[src/common/rv_pkg.sv]
package rv_pkg;

    // Data widths
    typedef logic [31:0] word_t;      // PC, instruction, register value, immediate
    typedef logic [3:0]  reg_idx_t;   // RV32E has 16 registers
    typedef logic [1:0]  bp_cnt_t;    // Saturating taken counter

    localparam word_t RESET_PC = 32'h0000_0000;

    // Branch target buffer geometry
    localparam int BTB_IDX_W   = 4;
    localparam int BTB_ENTRIES = 16;
    localparam int BTB_TAG_W   = 32 - BTB_IDX_W - 2;   // PC bits above the index

    // Major opcodes
    localparam logic [6:0] OPC_OP_IMM = 7'b0010011;
    localparam logic [6:0] OPC_OP     = 7'b0110011;
    localparam logic [6:0] OPC_BRANCH = 7'b1100011;
    localparam logic [6:0] OPC_JAL    = 7'b1101111;
    localparam logic [6:0] OPC_SYSTEM = 7'b1110011;

    localparam word_t INST_EBREAK = 32'h0010_0073;

    // Branch compare selects
    localparam logic [2:0] F3_BEQ = 3'b000;
    localparam logic [2:0] F3_BNE = 3'b001;

    localparam logic [6:0] F7_SUB = 7'b0100000;   // ADD vs SUB in OP

endpackage

[src/fetch/branch_predictor.sv]
`timescale 1ns/1ns

module branch_predictor (
    input  logic          clk,
    input  logic          reset,
    input  rv_pkg::word_t fetch_pc,
    input  logic          bp_update,
    input  rv_pkg::word_t bp_pc,
    input  logic          bp_taken,
    input  rv_pkg::word_t bp_target,
    input  logic          bp_correct,
    output logic          pred_taken,
    output rv_pkg::word_t pred_target,
    output rv_pkg::word_t total_predictions,
    output rv_pkg::word_t correct_predictions
);
    import rv_pkg::*;

    logic                 btb_valid  [BTB_ENTRIES];
    logic [BTB_TAG_W-1:0] btb_tag    [BTB_ENTRIES];
    word_t                btb_target [BTB_ENTRIES];
    bp_cnt_t              btb_cnt    [BTB_ENTRIES];

    logic [BTB_IDX_W-1:0] f_idx;
    logic [BTB_TAG_W-1:0] f_tag;
    logic                 f_hit;

    logic [BTB_IDX_W-1:0] u_idx;
    logic [BTB_TAG_W-1:0] u_tag;
    logic                 u_hit;

    // Lookup for the PC being fetched
    assign f_idx = fetch_pc[BTB_IDX_W+1:2];
    assign f_tag = fetch_pc[31:BTB_IDX_W+2];
    assign f_hit = btb_valid[f_idx] && (btb_tag[f_idx] == f_tag);

    assign pred_taken  = f_hit && btb_cnt[f_idx][1];   // Counter 2 or 3
    assign pred_target = btb_target[f_idx];

    // Same split for the resolved branch
    assign u_idx = bp_pc[BTB_IDX_W+1:2];
    assign u_tag = bp_pc[31:BTB_IDX_W+2];
    assign u_hit = btb_valid[u_idx] && (btb_tag[u_idx] == u_tag);

    always_ff @(posedge clk) begin
        if (reset) begin
            for (int i = 0; i < BTB_ENTRIES; i++) begin
                btb_valid[i] <= 1'b0;
            end
            total_predictions   <= '0;
            correct_predictions <= '0;
        end else if (bp_update) begin
            total_predictions <= total_predictions + 32'd1;
            if (bp_correct) begin
                correct_predictions <= correct_predictions + 32'd1;
            end
            if (bp_taken) begin
                btb_valid[u_idx] <= 1'b1;
            end
        end
    end

    // Tag, target and counter of the updated entry
    always_ff @(posedge clk) begin
        if (bp_update) begin
            if (bp_taken) begin
                btb_tag[u_idx]    <= u_tag;
                btb_target[u_idx] <= bp_target;
                if (!u_hit) begin
                    btb_cnt[u_idx] <= 2'd2;   // New entry starts weakly taken
                end else if (btb_cnt[u_idx] != 2'd3) begin
                    btb_cnt[u_idx] <= btb_cnt[u_idx] + 2'd1;
                end
            end else if (u_hit && (btb_cnt[u_idx] != 2'd0)) begin
                btb_cnt[u_idx] <= btb_cnt[u_idx] - 2'd1;
            end
        end
    end

endmodule

[src/fetch/fetch_unit.sv]
`timescale 1ns/1ns

module fetch_unit (
    input  logic          clk,
    input  logic          reset,
    input  logic          redirect,
    input  rv_pkg::word_t redirect_pc,
    input  logic          halted,
    input  logic          pred_taken,
    input  rv_pkg::word_t pred_target,
    input  rv_pkg::word_t imem_data,
    output rv_pkg::word_t fetch_pc,
    output logic          ex_valid,
    output rv_pkg::word_t ex_pc,
    output rv_pkg::word_t ex_inst,
    output logic          ex_pred_taken,
    output rv_pkg::word_t ex_pred_target
);
    import rv_pkg::*;

    word_t pc;
    word_t pc_next;

    assign fetch_pc = pc;

    always_comb begin
        if (redirect) begin
            pc_next = redirect_pc;      // Execute found a mispredict
        end else if (halted) begin
            pc_next = pc;
        end else if (pred_taken) begin
            pc_next = pred_target;      // Follow the BTB
        end else begin
            pc_next = pc + 32'd4;
        end
    end

    always_ff @(posedge clk) begin
        if (reset) begin
            pc       <= RESET_PC;
            ex_valid <= 1'b0;
        end else begin
            pc       <= pc_next;
            ex_valid <= !(redirect || halted);   // Squash the wrong-path fetch
        end
    end

    // The prediction rides along so execute can judge it
    always_ff @(posedge clk) begin
        ex_pc          <= pc;
        ex_inst        <= imem_data;
        ex_pred_taken  <= pred_taken;
        ex_pred_target <= pred_target;
    end

endmodule

[src/logic/execute_unit.sv]
`timescale 1ns/1ns

module execute_unit (
    input  logic             clk,
    input  logic             reset,
    input  logic             ex_valid,
    input  rv_pkg::word_t    ex_pc,
    input  rv_pkg::word_t    ex_inst,
    input  logic             ex_pred_taken,
    input  rv_pkg::word_t    ex_pred_target,
    input  rv_pkg::word_t    rs1_data,
    input  rv_pkg::word_t    rs2_data,
    output rv_pkg::reg_idx_t rs1,
    output rv_pkg::reg_idx_t rs2,
    output logic             wr_en,
    output rv_pkg::word_t    wr_pc,
    output rv_pkg::reg_idx_t wr_rd,
    output rv_pkg::word_t    wr_data,
    output logic             redirect,
    output rv_pkg::word_t    redirect_pc,
    output logic             bp_update,
    output rv_pkg::word_t    bp_pc,
    output logic             bp_taken,
    output rv_pkg::word_t    bp_target,
    output logic             bp_correct,
    output logic             halted
);
    import rv_pkg::*;

    logic       valid;
    logic [6:0] opcode;
    logic [2:0] funct3;
    logic [6:0] funct7;
    reg_idx_t   rd;

    logic       is_op_imm;
    logic       is_op;
    logic       is_branch;
    logic       is_jal;
    logic       is_ebreak;

    word_t      imm_i;
    word_t      imm_b;
    word_t      imm_j;
    word_t      pc_plus4;
    word_t      alu_result;

    logic       src_equal;
    logic       taken;
    word_t      target;
    word_t      actual_next;
    word_t      pred_next;

    // An instruction that slipped in behind EBREAK never executes
    assign valid = ex_valid && !halted;

    // RV32E keeps only the low four bits of each register field
    assign opcode = ex_inst[6:0];
    assign funct3 = ex_inst[14:12];
    assign funct7 = ex_inst[31:25];
    assign rd     = ex_inst[10:7];
    assign rs1    = ex_inst[18:15];
    assign rs2    = ex_inst[23:20];

    assign is_op_imm = (opcode == OPC_OP_IMM);   // Treated as ADDI
    assign is_op     = (opcode == OPC_OP);       // ADD or SUB
    assign is_branch = (opcode == OPC_BRANCH) && ((funct3 == F3_BEQ) || (funct3 == F3_BNE));
    assign is_jal    = (opcode == OPC_JAL);
    assign is_ebreak = (opcode == OPC_SYSTEM) && (ex_inst == INST_EBREAK);

    // Immediates
    assign imm_i = {{20{ex_inst[31]}}, ex_inst[31:20]};
    assign imm_b = {{19{ex_inst[31]}}, ex_inst[31], ex_inst[7], ex_inst[30:25],
                    ex_inst[11:8], 1'b0};
    assign imm_j = {{11{ex_inst[31]}}, ex_inst[31], ex_inst[19:12], ex_inst[20],
                    ex_inst[30:21], 1'b0};

    assign pc_plus4 = ex_pc + 32'd4;

    always_comb begin
        if (is_op_imm) begin
            alu_result = rs1_data + imm_i;
        end else if (funct7 == F7_SUB) begin
            alu_result = rs1_data - rs2_data;
        end else begin
            alu_result = rs1_data + rs2_data;
        end
    end

    // Control flow resolution
    assign src_equal = (rs1_data == rs2_data);

    always_comb begin
        if (is_jal) begin
            taken  = 1'b1;
            target = ex_pc + imm_j;
        end else if (is_branch) begin
            taken  = (funct3 == F3_BEQ) ? src_equal : !src_equal;
            target = ex_pc + imm_b;
        end else begin
            taken  = 1'b0;
            target = pc_plus4;
        end
    end

    assign actual_next = taken ? target : pc_plus4;
    assign pred_next   = ex_pred_taken ? ex_pred_target : pc_plus4;

    assign redirect    = valid && (actual_next != pred_next);   // Flushes one fetch
    assign redirect_pc = actual_next;

    // Predictor training for every resolved branch and jump
    assign bp_update  = valid && (is_branch || is_jal);
    assign bp_pc      = ex_pc;
    assign bp_taken   = taken;
    assign bp_target  = target;
    assign bp_correct = (ex_pred_taken == taken) && (!taken || (ex_pred_target == target));

    // The register write doubles as the retire report
    assign wr_en = valid && (is_op_imm || is_op || is_branch || is_jal);
    assign wr_pc = ex_pc;
    assign wr_rd = is_branch ? 4'd0 : rd;

    always_comb begin
        if (is_jal) begin
            wr_data = pc_plus4;      // Return address
        end else if (is_branch) begin
            wr_data = '0;
        end else begin
            wr_data = alu_result;
        end
    end

    always_ff @(posedge clk) begin
        if (reset) begin
            halted <= 1'b0;
        end else if (valid && is_ebreak) begin
            halted <= 1'b1;          // Sticky until reset
        end
    end

endmodule

[src/logic/reg_file.sv]
`timescale 1ns/1ns

module reg_file (
    input  logic             clk,
    input  logic             reset,
    input  rv_pkg::reg_idx_t rs1,
    input  rv_pkg::reg_idx_t rs2,
    input  logic             wr_en,
    input  rv_pkg::word_t    wr_pc,
    input  rv_pkg::reg_idx_t wr_rd,
    input  rv_pkg::word_t    wr_data,
    output rv_pkg::word_t    rs1_data,
    output rv_pkg::word_t    rs2_data,
    output logic             retire_valid,
    output rv_pkg::word_t    retire_pc,
    output rv_pkg::reg_idx_t retire_rd,
    output rv_pkg::word_t    retire_data
);
    import rv_pkg::*;

    word_t regs [16];

    // x0 is cleared by reset and never written
    assign rs1_data = regs[rs1];
    assign rs2_data = regs[rs2];

    always_ff @(posedge clk) begin
        if (reset) begin
            for (int i = 0; i < 16; i++) begin
                regs[i] <= '0;
            end
            retire_valid <= 1'b0;
        end else begin
            if (wr_en && (wr_rd != 4'd0)) begin
                regs[wr_rd] <= wr_data;
            end
            retire_valid <= wr_en;
        end
    end

    always_ff @(posedge clk) begin
        retire_pc   <= wr_pc;
        retire_rd   <= wr_rd;
        retire_data <= (wr_rd == 4'd0) ? 32'd0 : wr_data;   // x0 always reads zero
    end

endmodule

[src/logic/rv32e_core.sv]
`timescale 1ns/1ns

module rv32e_core (
    input  logic             clk,
    input  logic             reset,
    input  rv_pkg::word_t    imem_data,
    output rv_pkg::word_t    imem_addr,
    output logic             retire_valid,
    output rv_pkg::word_t    retire_pc,
    output rv_pkg::reg_idx_t retire_rd,
    output rv_pkg::word_t    retire_data,
    output logic             halted,
    output rv_pkg::word_t    total_predictions,
    output rv_pkg::word_t    correct_predictions
);
    import rv_pkg::*;

    // Fetch to execute
    word_t    fetch_pc;
    logic     ex_valid;
    word_t    ex_pc;
    word_t    ex_inst;
    logic     ex_pred_taken;
    word_t    ex_pred_target;

    // Predictor
    logic     pred_taken;
    word_t    pred_target;
    logic     bp_update;
    word_t    bp_pc;
    logic     bp_taken;
    word_t    bp_target;
    logic     bp_correct;

    // Execute back to fetch
    logic     redirect;
    word_t    redirect_pc;

    // Register file
    reg_idx_t rs1;
    reg_idx_t rs2;
    word_t    rs1_data;
    word_t    rs2_data;
    logic     wr_en;
    word_t    wr_pc;
    reg_idx_t wr_rd;
    word_t    wr_data;

    assign imem_addr = fetch_pc;

    fetch_unit i_fetch_unit (
        .clk            (clk),
        .reset          (reset),
        .redirect       (redirect),
        .redirect_pc    (redirect_pc),
        .halted         (halted),
        .pred_taken     (pred_taken),
        .pred_target    (pred_target),
        .imem_data      (imem_data),
        .fetch_pc       (fetch_pc),
        .ex_valid       (ex_valid),
        .ex_pc          (ex_pc),
        .ex_inst        (ex_inst),
        .ex_pred_taken  (ex_pred_taken),
        .ex_pred_target (ex_pred_target)
    );

    branch_predictor i_branch_predictor (
        .clk                 (clk),
        .reset               (reset),
        .fetch_pc            (fetch_pc),
        .bp_update           (bp_update),
        .bp_pc               (bp_pc),
        .bp_taken            (bp_taken),
        .bp_target           (bp_target),
        .bp_correct          (bp_correct),
        .pred_taken          (pred_taken),
        .pred_target         (pred_target),
        .total_predictions   (total_predictions),
        .correct_predictions (correct_predictions)
    );

    execute_unit i_execute_unit (
        .clk            (clk),
        .reset          (reset),
        .ex_valid       (ex_valid),
        .ex_pc          (ex_pc),
        .ex_inst        (ex_inst),
        .ex_pred_taken  (ex_pred_taken),
        .ex_pred_target (ex_pred_target),
        .rs1_data       (rs1_data),
        .rs2_data       (rs2_data),
        .rs1            (rs1),
        .rs2            (rs2),
        .wr_en          (wr_en),
        .wr_pc          (wr_pc),
        .wr_rd          (wr_rd),
        .wr_data        (wr_data),
        .redirect       (redirect),
        .redirect_pc    (redirect_pc),
        .bp_update      (bp_update),
        .bp_pc          (bp_pc),
        .bp_taken       (bp_taken),
        .bp_target      (bp_target),
        .bp_correct     (bp_correct),
        .halted         (halted)
    );

    reg_file i_reg_file (
        .clk          (clk),
        .reset        (reset),
        .rs1          (rs1),
        .rs2          (rs2),
        .wr_en        (wr_en),
        .wr_pc        (wr_pc),
        .wr_rd        (wr_rd),
        .wr_data      (wr_data),
        .rs1_data     (rs1_data),
        .rs2_data     (rs2_data),
        .retire_valid (retire_valid),
        .retire_pc    (retire_pc),
        .retire_rd    (retire_rd),
        .retire_data  (retire_data)
    );

endmodule

[config.mk]
export PLATFORM = sky130hd
export DESIGN_NAME = rv32e_core
export DESIGN_NICKNAME = d
export VERILOG_FILES = /design/src/common/rv_pkg.sv /design/src/fetch/branch_predictor.sv /design/src/fetch/fetch_unit.sv /design/src/logic/execute_unit.sv /design/src/logic/reg_file.sv /design/src/logic/rv32e_core.sv
export SDC_FILE = /design/constraint.sdc
export NUM_CORES = 2
export LEC_CHECK = 0
export ABC_CLOCK_PERIOD_IN_PS = 7720
export BUFFER_PORTS_ARGS = -buffer_cell sky130_fd_sc_hd__buf_2
export CELL_PAD_IN_SITES_DETAIL_PLACEMENT = 2
export CELL_PAD_IN_SITES_GLOBAL_PLACEMENT = 2
export CORE_MARGIN = 2
export CORE_UTILIZATION = 42
export DETAILED_ROUTE_END_ITERATION = 10
export PLACE_DENSITY_LB_ADDON = 0.05
export REMOVE_ABC_BUFFERS = 1
export SLEW_MARGIN = 15
export SYNTH_ARGS = -nofsm -noshare
export SYNTH_HDL_FRONTEND = slang
export SYNTH_HIERARCHICAL = 1
export SYNTH_SLANG_ARGS = --single-unit
[constraint.sdc]
create_clock -name clk -period 7.72 [get_ports clk]
set_input_delay 0.386 -clock clk [delete_from_list [all_inputs] [get_ports clk]]
set_output_delay 0.386 -clock clk [all_outputs]
set_load 0.01 [all_outputs]
; ---- Word-level counts from Yosys, hierarchy flattened
; Memory sizes are Yosys's and may differ from the RTL's. A register that Yosys moved wholly into a read port is not among the register bits.
; Cells that the tools add are included.
; Widths: inputs -> output; s select.
[op_classes]
muxes = 54
addsub = 11
n_bitwise = 2
n_eq_ne = 16
n_reduce_logical = 31
[op_table]
columns = operator, n
row1 = $mux 32, 12
row2 = $add 32x32->32, 4
row3 = $add 32x1->32 const B, 2
row4 = $add 32x3->32 const B, 2
row5 = $eq 32x32->1, 2
row6 = $eq 26x26->1, 2
row7 = $mux 4, 11
row8 = $eq 32x21->1 const B, 1
row9 = $ne 32x32->1, 1
row10 = $reduce_or 32->1, 1
row11 = $sub 32x32->32, 1
row12 = $mux 1, 29
row13 = $eq 7x7->1 const B, 3
row14 = $eq 7x6->1 const B, 2
row15 = $logic_and 1x1->1, 13
row16 = $eq 7x5->1 const B, 1
row17 = $logic_or 1x1->1, 7
row18 = $logic_not 1->1, 4
row19 = $logic_not 4->1, 1
row20 = $mux 2, 2
row21 = $ne 2x2->1 const B, 2
row22 = $reduce_bool 4->1, 1
row23 = $eq 3x1->1 const B, 1
row24 = $logic_not 3->1, 1
row25 = other kinds (7), 8
[word_totals]
mem_count = 5
mem_bits_rw = 1488
out_inout_bits = 166
wordCells = 132
reg_bits = 264
input_bits = 34
[mem_list]
columns = memory, words, width, rd, rd_ports_with_merged_regs, wr, line_no
row1 = i_branch_predictor.btb_target, 16, 32, 1, 1, 1, branch_predictor.sv:21  ; word_t btb_target [BTB_ENTRIES];
row2 = i_reg_file.regs, 16, 32, 2, 2, 16, reg_file.sv:21  ; word_t regs [16];
row3 = i_branch_predictor.btb_tag, 16, 26, 2, 2, 1, branch_predictor.sv:20  ; logic [BTB_TAG_W-1:0] btb_tag [BTB_ENTRIES];
row4 = i_branch_predictor.btb_cnt, 16, 2, 2, 2, 1, branch_predictor.sv:22  ; bp_cnt_t btb_cnt [BTB_ENTRIES];
row5 = i_branch_predictor.btb_valid, 16, 1, 2, 2, 16, branch_predictor.sv:19  ; logic btb_valid [BTB_ENTRIES];

; ---- Longest topological paths before layout
[logic_depth]
depth_word = 12
depth_mapped = 31
ltp_nobuf = 27

; ---- Modules after synthesis
; The synthesis kept the hierarchy.
[by_module_without_submodules]
columns = module, area_each_um2, n_inst, cells_each
row1 = branch_predictor, 44114.8, 1, 2202
row2 = reg_file, 28013.1, 1, 1758
row3 = execute_unit, 12248.0, 1, 1865
row4 = fetch_unit, 4585.6, 1, 456

; ---- Worst setup path before layout
; Ideal clock, no wire load.
[synth_timing]
kind = reg2reg
from = reg, netlist name i_fetch_unit/ex_inst[15]
to = mem i_branch_predictor/btb_cnt[6][0] in the netlist's numbering (enable)
period_less_slack_ns = 8.342
n_path_buf = 8
arrival_ns = 8.034
required_ns = 7.412
path_stages_with_launch = 24
path_slack_ns = -0.622
cell_sequence = dfxtp_1 -> buf_4 -> buf_4 -> buf_2 -> mux4_2 -> a22oi_1 -> nand2_1 -> ha_1 -> clkbuf_2 -> nand2_1 -> or4_1 -> nor4_1 -> xor2_1 -> nor2_1 -> nor2_1 -> inv_1 -> clkbuf_1 -> clkbuf_1 -> buf_1 -> clkbuf_1 -> and2_1 -> nand2_1 -> nor2_1 -> mux2_2
[synth_rtl]
columns = element, line_no
row1 = "end, declared", branch_predictor.sv:22

; ---- Final worst setup path
[layout_timing]
from = reg i_fetch_unit.ex_inst[15]
to = reg i_branch_predictor.correct_predictions[27]
[layout_via]
elab_chain_cells = 6
[layout_rtl]
columns = element, line_no
row1 = "start, declared", fetch_unit.sv:15  ; output rv_pkg::word_t ex_inst,
row2 = "start signal, assigned", fetch_unit.sv:51  ; ex_inst <= imem_data;
row3 = $add 32x32->32, execute_unit.sv:96  ; target = ex_pc + imm_j;
row4 = $mux 32, execute_unit.sv:94  ; if (is_jal) begin
row5 = $eq 32x32->1, execute_unit.sv:117  ; assign bp_correct = (ex_pred_taken == taken) && (!taken || (ex_pred_target == target));
row6 = $logic_or 1x1->1, execute_unit.sv:117
row7 = $logic_and 1x1->1, execute_unit.sv:117
row8 = via bp_correct, rv32e_core.sv:33  ; logic bp_correct;
row9 = $reduce_and 2->1 (no source line), --
row10 = "end signal, assigned", branch_predictor.sv:55  ; correct_predictions <= correct_predictions + 32'd1;
row11 = "end, declared", branch_predictor.sv:15  ; output rv_pkg::word_t correct_predictions
; The timed path passes the listed nets, and every way through them passes these cells.
; A chain may end at the register's enable or synchronous reset.

==> out/results.tsv <==
stage	metric	value	unit
outcome	status	finished clean	
die	FP Rows	168	
die	I/O pin count	200	
worst_setup_path	crit-path max FO	15	
clock_tree	CTS tree	yes	
worst_setup_path	CP arrival	8.12	ns
place	placed cells	9164	
routing	drt first pass iters	5	
grt	pin count of the biggest net entering global routing	66	
worst_setup_path	CP startpoint kind	flop	
sta	Worst Tran Pin Value	1.23	ns
worst_setup_path	worst r2r src	i_fetch_unit/ex_inst[15]	
routing	WL per Instance	36.4	um
grt	GR Util All Layers	32.1	%
place	pre-CTS setup slack	-0.646	ns
worst_setup_path	CP required	8.52	ns
clock_tree	clk slew on worst S/H paths	0.06	ns
cells_and_area	Layout Nets	6784	
grt	initial antenna violation count	19	
job	max cap viols	0	
die	DIE AREA	215000	um^2
grt	first-pass GRT wire length	498	mm
worst_setup_path	Critical-path top delay cell	or4_4	
routing	via-per-instance ratio	6.35	
sta	RSZ-0062 raised after global routing	no	
clock_tree	clock sinks	1752	
worst_setup_path	Max stage delay on crit path	0.56	ns
synth	Post-Syn Instances	6279	
power_and_ir_drop	total power	27.7	mW
die	Initial Util	42.4	%
hold_path	startpoint of the worst hold path	imem_data[5]	
place	DP Area	94600	um^2
cells_and_area	Fill cells	19662	
cells_and_area	most common cell after layout, fill and taps aside	edfxtp_1	
power_and_ir_drop	Leak	36.1	nW
place	routability cong.	0.896	
clock_tree	H-tree depth	4	
clock_tree	CTS root buffer	clkbuf_16	
die	Die X	464	um
worst_setup_path	worst reg-to-reg setup slack	0.41	ns
hold_path	Hold WC Path Type	input port to flop	
routing	Via Count	60873	
sta	final worst slack	0.406	ns
sta	Worst Skew	0.0702	ns
clock_tree	clk buf depth	3	
synth	syn avg cell area	14.2	um^2
cells_and_area	share of cells above drive strength 1	25.0	%
cells_and_area	storage element area	49900	um^2
grt	vias in the first global route	65263	
worst_setup_path	Setup CP Type	flop to flop	
power_and_ir_drop	Worst VDD drop	0.239	mV
cells_and_area	area grow syn2layout	14.8	%
clock_tree	Clk Latency, worst-skew pair	0.89	ns
place	Port Buf Inserts	199	
die	die height	464	um
die	Core ar.	210000	um^2
sta	fmax	137	MHz
cells_and_area	commonest cells after routing, fill and taps aside	1472 x edfxtp_1, 645 x mux4_2, 497 x and2_1	
place	DP HPWL	231	mm
routing	Starting DRT DRC Count	6101	
sta	Final Hold Viols	0	
clock_tree	Num CTS Buffers	194	
sta	Slew headroom	17.4	%
worst_setup_path	most used cell, CP	nand4_1	
worst_setup_path	CP startpoint	i_fetch_unit/ex_inst[15]	
cells_and_area	area of the multi-input gates	36900	um^2
cells_and_area	Final Cell Area	102000	um^2
sta	Final Max Tran Viols	0	
synth	Yosys warnings	6	
grt	grt ovf	0	
synth	synthesized area	88900	um^2
worst_setup_path	Critical Path Sink Type	flop	
power_and_ir_drop	PD cells	271	nW/um^2
sta	post-route minimum period	7.31	ns
routing	Routed Antenna Nets	0	
routing	Post-Route WL	349	mm
cells_and_area	final std cells w/o fill	9586	
routing	DRC viols	0	
sta	Setup TNS	0	ns
sta	fraction of the cycle the final worst path needs	94.7	%
sta	Setup violations, final	0	
[layer usage]
metal	track usage [%]	wire length, um	vias to the layer above
li1	-	-	25038
met1	42.5	144000	33086
met3	4.07	18800	529
met4	10.1	11600	4
met5	0	63	-
met2	54.8	174000	2216
[final timing paths]
kind | depth (start not counted) | endpoint
setup / recovery | 30 | i_branch_predictor/correct_predictions[27]
hold / removal | 2 | i_fetch_unit/ex_inst[5]
setup reg to reg | 30 | i_branch_predictor/correct_predictions[27]
hold reg to reg | 0 | i_fetch_unit/ex_pc[1]
[power by group]
part	internal, mW	switching [mW]
sequential	10.7	0.505
clock	5.62	4.18
combinational	2.60	4.11
total	18.9	8.79
[per-stage QoR]
| step | utilization [%] | hold slack (ns) |
|---|---|---|
| floorplan | - | 0.393 |
| global placement | 45.0 | 0.396 |
| detailed placement | 45.1 | 0.400 |
| CTS | 48.5 | 0.0638 |
| global route | 48.6 | 0.0896 |
| finish | 48.6 | 0.127 |
[flip-flops by register name, indices dropped and copies added, names as in the netlist]
name and count:
i_branch_predictor/total_predictions 32, i_reg_file/retire_valid 1, i_reg_file/regs 512, i_branch_predictor/correct_predictions 32, i_branch_predictor/btb_valid 16, i_fetch_unit/fetch_pc 32, i_branch_predictor/btb_cnt 32, i_fetch_unit/ex_pred_target 32
i_branch_predictor/btb_target 512, i_reg_file/retire_pc 32, i_fetch_unit/ex_pred_taken 1, i_fetch_unit/ex_valid 1, i_branch_predictor/btb_tag 416, i_execute_unit/halted 1, i_fetch_unit/ex_pc 32, i_reg_file/retire_data 32
i_reg_file/retire_rd 4, i_fetch_unit/ex_inst 32
[timing repair]
| item | CTS | global route |
|---|---|---|
| gates cloned | 1 | 2 |
| setup buffers | 5 | 7 |
| endpoints found under the hold margin | 57 | 0 |
| pin swaps | 0 | 16 |
| hold buffers | 33 | 0 |
| resized for setup | 9 | 31 |
| setup endpoints to repair | 17 | 18 |
[final cells by class]
type,instances,area share [%]
sequential,1752,48.8
multi-input combinational,3948,36.1
clock buffer,272,5.38
timing repair buffer,585,4.59
tap,2805,3.44
clock inverter,97,1.22
inverter,122,0.448
antenna,5,0.0123
[critical path, delay by kind of cell (launching register included)]
family / cells / cell delay (ns)
DFF: 1 / 0.38
buffers and inverters: 7 / 1.07
AOI/OAI and AO/OA: 5 / 1.12
xor gates and xnor gates: 1 / 0.09
adders and majority gates: 1 / 0.35
and+or+nand+nor: 15 / 3.70
muxes: 1 / 0.52
Power figures use the tool's default switching activity.
